## src/common/cpu_link_pkg.sv

```systemverilog
// Shared word type, opcodes, instruction layout and pin frame constants for the CPU and its link
`default_nettype none

package cpu_link_pkg;

  // Data path and address word
  localparam int WORD_W = 32;
  typedef logic [WORD_W-1:0] word_t;

  // Pin frame layout
  localparam int WORD_BYTES  = 4;  // Bytes per word and per half frame
  localparam int FRAME_BEATS = 8;  // Address/data out beats, then read beats

  // Instruction word layout
  localparam int OPCODE_W   = 4;
  localparam int OPCODE_LSB = 28;  // Opcode in bits 31..28
  localparam int OPERAND_W  = 28;  // Word address operand in bits 27..0

  // Link address bit that marks a write frame
  localparam int WRITE_BIT = 31;

  // Unlisted encodings halt as well
  typedef enum logic [OPCODE_W-1:0] {
    op_load  = 4'h0,  // acc = mem[operand]
    op_store = 4'h1,  // mem[operand] = acc
    op_add   = 4'h2,  // acc = acc + mem[operand]
    op_sub   = 4'h3,  // acc = acc - mem[operand]
    op_jmp   = 4'h4,  // pc = operand
    op_jz    = 4'h5,  // pc = operand when acc is zero
    op_halt  = 4'h6   // Stop issuing requests
  } opcode_t;

endpackage

`default_nettype wire

```

## src/hw/cpu/cpu_core.sv

```systemverilog
// Accumulator CPU core, runs fetch and execute as single word requests to the byte link
`timescale 1ns/1ps
`default_nettype none

module cpu_core #(
  parameter cpu_link_pkg::word_t RESET_PC = '0  // Word address of the first fetch
) (
  input  logic                clk,
  input  logic                rst_n,
  output logic                req,        // One-cycle request strobe
  output cpu_link_pkg::word_t req_addr,
  output cpu_link_pkg::word_t req_wdata,
  input  logic                done,       // One-cycle completion strobe
  input  cpu_link_pkg::word_t rdata,
  output logic                halted
);

  typedef enum logic [2:0] {
    fetch_req,
    fetch_wait,
    decode,
    exec_req,
    exec_wait,
    halted_st
  } state_t;

  state_t                                state;
  logic [cpu_link_pkg::OPERAND_W-1:0]    pc;       // Word address of next instruction
  cpu_link_pkg::word_t                   acc;
  cpu_link_pkg::word_t                   ir;       // Current instruction
  cpu_link_pkg::opcode_t                 opcode;
  logic [cpu_link_pkg::OPERAND_W-1:0]    operand;
  logic [cpu_link_pkg::OPERAND_W-1:0]    pc_next;

  // Instruction fields
  assign opcode  = cpu_link_pkg::opcode_t'(
                     ir[cpu_link_pkg::OPCODE_LSB +: cpu_link_pkg::OPCODE_W]);
  assign operand = ir[cpu_link_pkg::OPERAND_W-1:0];
  assign pc_next = pc + 1'b1;

  // Control state and architectural registers
  always_ff @(posedge clk or negedge rst_n) begin
    if (!rst_n) begin
      state <= fetch_req;
      pc    <= RESET_PC[cpu_link_pkg::OPERAND_W-1:0];
      acc   <= '0;
    end else begin
      case (state)
        fetch_req: begin
          state <= fetch_wait;  // Link took the fetch this cycle
        end
        fetch_wait: begin
          if (done) begin
            state <= decode;
          end
        end
        decode: begin
          case (opcode)
            cpu_link_pkg::op_load,
            cpu_link_pkg::op_store,
            cpu_link_pkg::op_add,
            cpu_link_pkg::op_sub: begin
              pc    <= pc_next;
              state <= exec_req;  // Needs a second frame for the operand
            end
            cpu_link_pkg::op_jmp: begin
              pc    <= operand;
              state <= fetch_req;
            end
            cpu_link_pkg::op_jz: begin
              pc    <= (acc == '0) ? operand : pc_next;
              state <= fetch_req;
            end
            default: begin
              state <= halted_st;  // op_halt and unused encodings
            end
          endcase
        end
        exec_req: begin
          state <= exec_wait;
        end
        exec_wait: begin
          if (done) begin
            case (opcode)
              cpu_link_pkg::op_load: acc <= rdata;
              cpu_link_pkg::op_add:  acc <= acc + rdata;  // Wraps at 32 bits
              cpu_link_pkg::op_sub:  acc <= acc - rdata;
              default: ;                                  // Store leaves acc alone
            endcase
            state <= fetch_req;
          end
        end
        default: begin
          state <= halted_st;  // Stays here until reset
        end
      endcase
    end
  end

  // Instruction register loads on the fetch completion
  always_ff @(posedge clk) begin
    if (state == fetch_wait && done) begin
      ir <= rdata;
    end
  end

  // Link address, fetches use the pc and operand frames the operand
  always_comb begin
    req_addr = '0;
    if (state == exec_req) begin
      req_addr[cpu_link_pkg::OPERAND_W-1:0] = operand;
      req_addr[cpu_link_pkg::WRITE_BIT]     = (opcode == cpu_link_pkg::op_store);
    end else begin
      req_addr[cpu_link_pkg::OPERAND_W-1:0] = pc;
    end
  end

  assign req       = (state == fetch_req) || (state == exec_req);
  assign req_wdata = acc;  // Only a store frame writes it
  assign halted    = (state == halted_st);

  // Request states are never adjacent, so the link sees isolated pulses
  req_single_cycle: assert property (
    @(posedge clk) disable iff (!rst_n) req |=> !req
  );

  // Once halted the core stays halted and silent
  halt_is_final: assert property (
    @(posedge clk) disable iff (!rst_n) halted |=> (halted && !req)
  );

endmodule

`default_nettype wire

```

## src/hw/byte_link/byte_link.sv

```systemverilog
// Byte-wide memory link that sends one word request as an eight beat pin frame and returns the read word
`timescale 1ns/1ps
`default_nettype none

module byte_link (
  input  logic                clk,
  input  logic                rst_n,
  input  logic                req,
  input  cpu_link_pkg::word_t req_addr,
  input  cpu_link_pkg::word_t req_wdata,
  output logic                done,
  output cpu_link_pkg::word_t rdata,
  output logic [7:0]          uo_out,
  output logic [7:0]          uio_out,
  output logic [7:0]          uio_oe,
  input  logic [7:0]          uio_in
);

  localparam int BEAT_W = $clog2(cpu_link_pkg::FRAME_BEATS + 1);
  localparam int IDX_W  = $clog2(cpu_link_pkg::WORD_BYTES);

  logic [BEAT_W-1:0]   beat;      // 0 is idle and 1..8 are frame beats
  logic [IDX_W-1:0]    byte_idx;  // Byte lane during the out beats
  logic                idle;
  logic                out_phase;
  logic                in_phase;
  cpu_link_pkg::word_t addr_q;
  cpu_link_pkg::word_t wdata_q;

  assign idle      = (beat == '0);
  assign out_phase = !idle && (beat <= BEAT_W'(cpu_link_pkg::WORD_BYTES));
  assign in_phase  = (beat > BEAT_W'(cpu_link_pkg::WORD_BYTES));
  assign byte_idx  = beat[IDX_W-1:0] - 1'b1;  // Beats 1..4 map to bytes 0..3

  // Beat counter and completion strobe
  always_ff @(posedge clk or negedge rst_n) begin
    if (!rst_n) begin
      beat <= '0;
      done <= 1'b0;
    end else begin
      done <= 1'b0;
      if (idle) begin
        if (req) begin
          beat <= BEAT_W'(1);
        end
      end else if (beat == BEAT_W'(cpu_link_pkg::FRAME_BEATS)) begin
        beat <= '0;
        done <= 1'b1;  // Done cycle is already idle
      end else begin
        beat <= beat + 1'b1;
      end
    end
  end

  // Request capture and read assembly
  always_ff @(posedge clk) begin
    if (idle && req) begin
      addr_q  <= req_addr;
      wdata_q <= req_wdata;
    end
    if (in_phase) begin
      rdata <= {uio_in, rdata[cpu_link_pkg::WORD_W-1:8]};  // LSB byte arrives first
    end
  end

  // Pins driven only in the out beats and turned around for the rest of the frame
  assign uo_out  = out_phase ? addr_q[8*byte_idx +: 8]  : 8'h00;
  assign uio_out = out_phase ? wdata_q[8*byte_idx +: 8] : 8'h00;
  assign uio_oe  = {8{out_phase}};

  // Core must wait for done before the next request
  req_only_when_idle: assert property (
    @(posedge clk) disable iff (!rst_n) req |-> idle
  );

  // Bidirectional pins switch as one group and turn outward only for an accepted request
  oe_all_or_none: assert property (
    @(posedge clk) disable iff (!rst_n)
      (uio_oe == 8'h00) || ((uio_oe == 8'hFF) && $past((idle && req) || out_phase))
  );

endmodule

`default_nettype wire

```

## src/hw/cpu_handler_top.sv

```systemverilog
// Pin-level top, joins the CPU core to the byte link and exposes the eight-bit memory pins
`timescale 1ns/1ps
`default_nettype none

module cpu_handler_top #(
  parameter cpu_link_pkg::word_t RESET_PC = '0
) (
  input  logic [7:0] ui_in,    // Unused
  output logic [7:0] uo_out,   // Address bytes
  input  logic [7:0] uio_in,   // Read data bytes
  output logic [7:0] uio_out,  // Write data bytes
  output logic [7:0] uio_oe,
  input  logic       ena,      // Unused
  input  logic       clk,
  input  logic       rst_n,
  output logic       halted
);

  logic                req;
  cpu_link_pkg::word_t req_addr;
  cpu_link_pkg::word_t req_wdata;
  logic                done;
  cpu_link_pkg::word_t rdata;

  cpu_core #(
    .RESET_PC (RESET_PC)
  ) cpu_core_inst (
    .clk       (clk),
    .rst_n     (rst_n),
    .req       (req),
    .req_addr  (req_addr),
    .req_wdata (req_wdata),
    .done      (done),
    .rdata     (rdata),
    .halted    (halted)
  );

  byte_link byte_link_inst (
    .clk       (clk),
    .rst_n     (rst_n),
    .req       (req),
    .req_addr  (req_addr),
    .req_wdata (req_wdata),
    .done      (done),
    .rdata     (rdata),
    .uo_out    (uo_out),
    .uio_out   (uio_out),
    .uio_oe    (uio_oe),
    .uio_in    (uio_in)
  );

  // Pins kept for the standard frame
  wire unused_pins = &{ui_in, ena, 1'b0};

endmodule

`default_nettype wire

```

## config.mk

```make
export PLATFORM = sky130hd
export DESIGN_NAME = cpu_handler_top
export DESIGN_NICKNAME = d
export VERILOG_FILES = /design/src/common/cpu_link_pkg.sv /design/src/hw/cpu/cpu_core.sv /design/src/hw/byte_link/byte_link.sv /design/src/hw/cpu_handler_top.sv
export SDC_FILE = /design/constraint.sdc
export NUM_CORES = 1
export LEC_CHECK = 0
export BUFFER_PORTS_ARGS = -buffer_cell sky130_fd_sc_hd__buf_2
export CAP_MARGIN = 20
export CORE_ASPECT_RATIO = 1.2
export CORE_UTILIZATION = 62
export DETAILED_ROUTE_END_ITERATION = 12
export PLACE_DENSITY = 0.76
export SYNTH_ARGS = -nofsm -noshare
export SYNTH_HDL_FRONTEND = slang
export SYNTH_SLANG_ARGS = --single-unit
```

## constraint.sdc

```tcl
create_clock -name clk -period 8.8 [get_ports clk]
set_input_delay 1.32 -clock clk [delete_from_list [all_inputs] [get_ports clk]]
set_output_delay 1.32 -clock clk [all_outputs]
set_load 0.03 [all_outputs]
```

==> results.md <==
* Post-synthesis compound-gate area fraction at 14.8%
* Xor/xnor share of the synthesized area at 4.63%
* Via/cell ratio at 6.39
* Overflow after GRT at 0
* I/O pin count at 44
* WP data required at 7.48 ns
* Max Cap Violations at 0
* Antenna Violating Nets Remaining at 0
* Avg Cell Area, Syn at 10.4 um^2
* Largest net degree at the start of global routing at 77
* Share of post-route cells with drive strength above 1 at 12.7%
* Hold Crit Class: register to register
* Period Utilization, post-route at 54.1%
* Gp weighted congestion at 0.936
* Unrepaired setup endpoints after global routing: no
* Dpl cells at 1220
* Worst Max-Slew Pin Slew at 0.991 ns
* Layout Nets at 1081
* Synthesis Warnings at 0
* CP dominant cell by count: inv_1
* CP Max Fanout at 33
* Rows at 52
* Clock transition at path regs at 0.07 ns
* Critical Path Sink Type: output pin
* Area Overhead vs Synth at 8.75%
* Total CTS buffers at 17
* Clock latency on the worst-skew pair at 0.44 ns
* PD cells at 287 nW/um^2
* Yosys top cell by area: edfxtp_1
* Initial antenna violation count at 0
* Kind of critical path: register to output pin
* First-pass GRT wire length at 41500 um
* Cells after Synth at 1015
* Area contributors post-synth: edfxtp_1 (35%), dfrtp_1 (16%), a21oi_1 (5.8%), ha_1 (4.1%), o21ai_0 (3.4%)
* Synth Flop Type: edfxtp_1
* Root Buffer: clkbuf_16
* Worst-path cell with the longest stage delay: nand2b_1
* Post-DP Area at 10900 um^2
* CTS Buffer Depth at 2
* Routed WL per cell at 21.0 um
* Cells along the critical path: buf_8 -> inv_1 -> ha_1 -> o21ai_2 -> buf_4 -> nand2b_1 -> inv_1 -> buf_2
* Tot GR Track Use at 31.3%
* Hold Buf Count CTS at 0
* Simple-gate share of the synthesized area at 15.2%
* Synth Area in Adders at 4.32%
* Routed vias at 8023
* Area fraction of the dominant cell type after synthesis at 35.4%
* Synth cell types at 62
* Largest family of logic cells by synthesized area: simple AND/OR/NAND/NOR gates
* Ant. Diodes at 0
* Register area share after synthesis at 51.5%
* Maximum VDD drop at 0.178 mV
* Slew Limit Fails at 0
* Final Hold Viols at 0
* Net count after synthesis at 1070
* Post-route insts no fill at 1255
* CTS H-tree depth at 4
* Chip width at 121 um
* Final setup margin at 4.04 ns
* Worst setup SP type: register
* CTS tree: yes
* Post-CTS Setup Bufs at 0
* Total Wirelength at 26400 um
* Initial Utilization at 63.1%
* DP Wirelength at 18300 um
* Die height at 145 um
* Synthesized area at 10600 um^2
* Number of synthesized flops with an enable pin at 125
* Resize count post-CTS at 0
* Buffers on Ports at 34
* Mux cell area share after synthesis at 6.61%
* Final Cell Area at 11500 um^2
* # setup viols final at 0
* Worst stage delay on the critical path at 0.69 ns
* Setup WS pre-CTS at 3.98 ns
* Skew final at 0.0147 ns
* Max Fclk at 0.210 GHz
* Asr flop ratio synth at 35.2%
* # clock sinks at 193
* First-pass detailed-route iteration total at 5
* Initial DRC count at 813
* Core region area at 16800 um^2
* Rel. slew slack at 33.9%
* Status: complete, no violations
* Setup TNS at 0 ns
* Vias in the first global route at 7547
* Die area at 17600 um^2
* Static Leakage at 4.55 nW
* DRC Markers at 0
* Register bit total from synthesis at 193
* Crit path arrival time at 3.44 ns
* Min Tclk post-route at 4.76 ns
cells in the mapped netlist, types with 4 or more instances:
cell / number
a21oi_1: 123
o21ai_1: 4
or3_1: 7
nand3_1: 28
o22ai_1: 13
buf_4: 8
edfxtp_1: 125
dfrtp_1: 68
nor2b_1: 18
xnor2_1: 29
clkbuf_1: 44
a211oi_1: 5
mux2i_1: 7
ha_1: 35
xor2_1: 27
and2_1: 7
mux4_2: 13
nor2_1: 92
nand2_1: 85
o211ai_1: 8
inv_1: 19
nor4_1: 11
a21o_1: 11
a31oi_1: 13
nand2b_1: 10
nor3_1: 16
nand4_1: 12
o21ai_0: 72
o31ai_1: 4
mux2_2: 30
and3_1: 28
worst max-delay path: cells and delay by family, from the launching register on:
kind / cells / cell delay, ns
buffers and inverters: 5 / 1.28
AND/OR/NAND/NOR: 1 / 0.69
flip-flops: 1 / 0.64
adder cells (fa/ha/maj): 1 / 0.28
AO/OA/AOI/OAI: 1 / 0.12
power breakdown:
group	leakage (nW)	total, mW	switching [mW]	internal (mW)
registers	2.04	1.36	0.211	1.14
logic	2.23	1.19	0.758	0.431
clock network	0.286	0.763	0.347	0.415
total	4.55	3.31	1.32	1.99
path summary, 6_finish.rpt:
check,to,cells past startpoint,slack [ns],start
setup / recovery,uio_oe[1],8,4.04,byte_link_inst.beat[0]$_DFFE_PN0P_
hold / removal,byte_link_inst.wdata_q[19]$_DFFE_PP_,0,0.52,cpu_core_inst.req_wdata[19]$_DFFE_PN0P_
setup reg to reg,cpu_core_inst.req_wdata[29]$_DFFE_PN0P_,15,4.28,cpu_core_inst.ir[31]$_DFFE_PP_
hold reg to reg,byte_link_inst.wdata_q[19]$_DFFE_PP_,0,0.52,cpu_core_inst.req_wdata[19]$_DFFE_PN0P_
max in group asynchronous,cpu_core_inst.req_wdata[8]$_DFFE_PN0P_,2,7.02,rst_n
min in group asynchronous,cpu_core_inst.pc[27]$_DFFE_PN0P_,2,1.13,rst_n
metal layers:
layer  vias to the layer above  routed length [um]  global-route usage [%]
met5                         -                   0                       0
met4                         0                 918                    12.3
met3                        63                1110                    4.52
met2                       299               13600                    53.1
met1                      3893               10700                    40.2
li1                       3768                   -                       -
flip-flops by register name, summed over array words and instances, names as in the netlist:
| register | flops |
|---|---|
| cpu_core_inst.state | 3 |
| byte_link_inst.addr_q | 29 |
| byte_link_inst.rdata | 32 |
| cpu_core_inst.ir | 32 |
| cpu_core_inst.req_wdata | 32 |
| byte_link_inst.wdata_q | 32 |
| byte_link_inst.done | 1 |
| byte_link_inst.beat | 4 |
| cpu_core_inst.pc | 28 |
area by class of cell:
class                           count  area, um^2
Tap cell                          216         270
Fill cell                        1245        5260
Sequential cell                   193        5460
Clock buffer                       21         470
Multi-Input combinational cell    748        4850
Timing Repair Buffer               47         308
Clock inverter                     11         104
Inverter                           19        71.3
cell usage in the layout, fill, tap and decap left out, types with 5 or more instances in the layout:
cell,count
nor4_1,11
o22ai_1,13
nor2_1,92
mux4_2,13
mux2_2,30
nand4_1,12
nand3_1,28
mux2i_1,7
ha_1,35
o21ai_0,71
a21oi_1,123
clkbuf_16,17
and2_1,7
dfrtp_1,68
or3_1,7
nand2b_1,10
a211oi_1,5
a21o_1,11
inv_1,19
buf_4,10
o211ai_1,8
nor3_1,16
xnor2_1,29
a31oi_1,13
buf_2,34
nand2_1,84
xor2_1,27
nor2b_1,18
edfxtp_1,125
and3_1,28
cells by family after synthesis:
| kind of cell | after synthesis |
|---|---|
| simple gates | 330 |
| compound gates | 276 |
| flops | 193 |
| buf+inv | 74 |
| xor+xnor | 56 |
| mux | 50 |
| fa+ha+maj | 36 |
through the flow:
step                total power, mW  hold slack [ns]  util (%)
global placement               2.51            0.493      64.9
global route                   3.46            0.546      68.7
CTS                            3.29            0.519      68.3
finish                         3.31            0.522      68.7
detailed placement             2.53            0.503      64.9
floorplan                      2.22            0.468         -
Note: power is estimated with default switching activity, not from simulation.
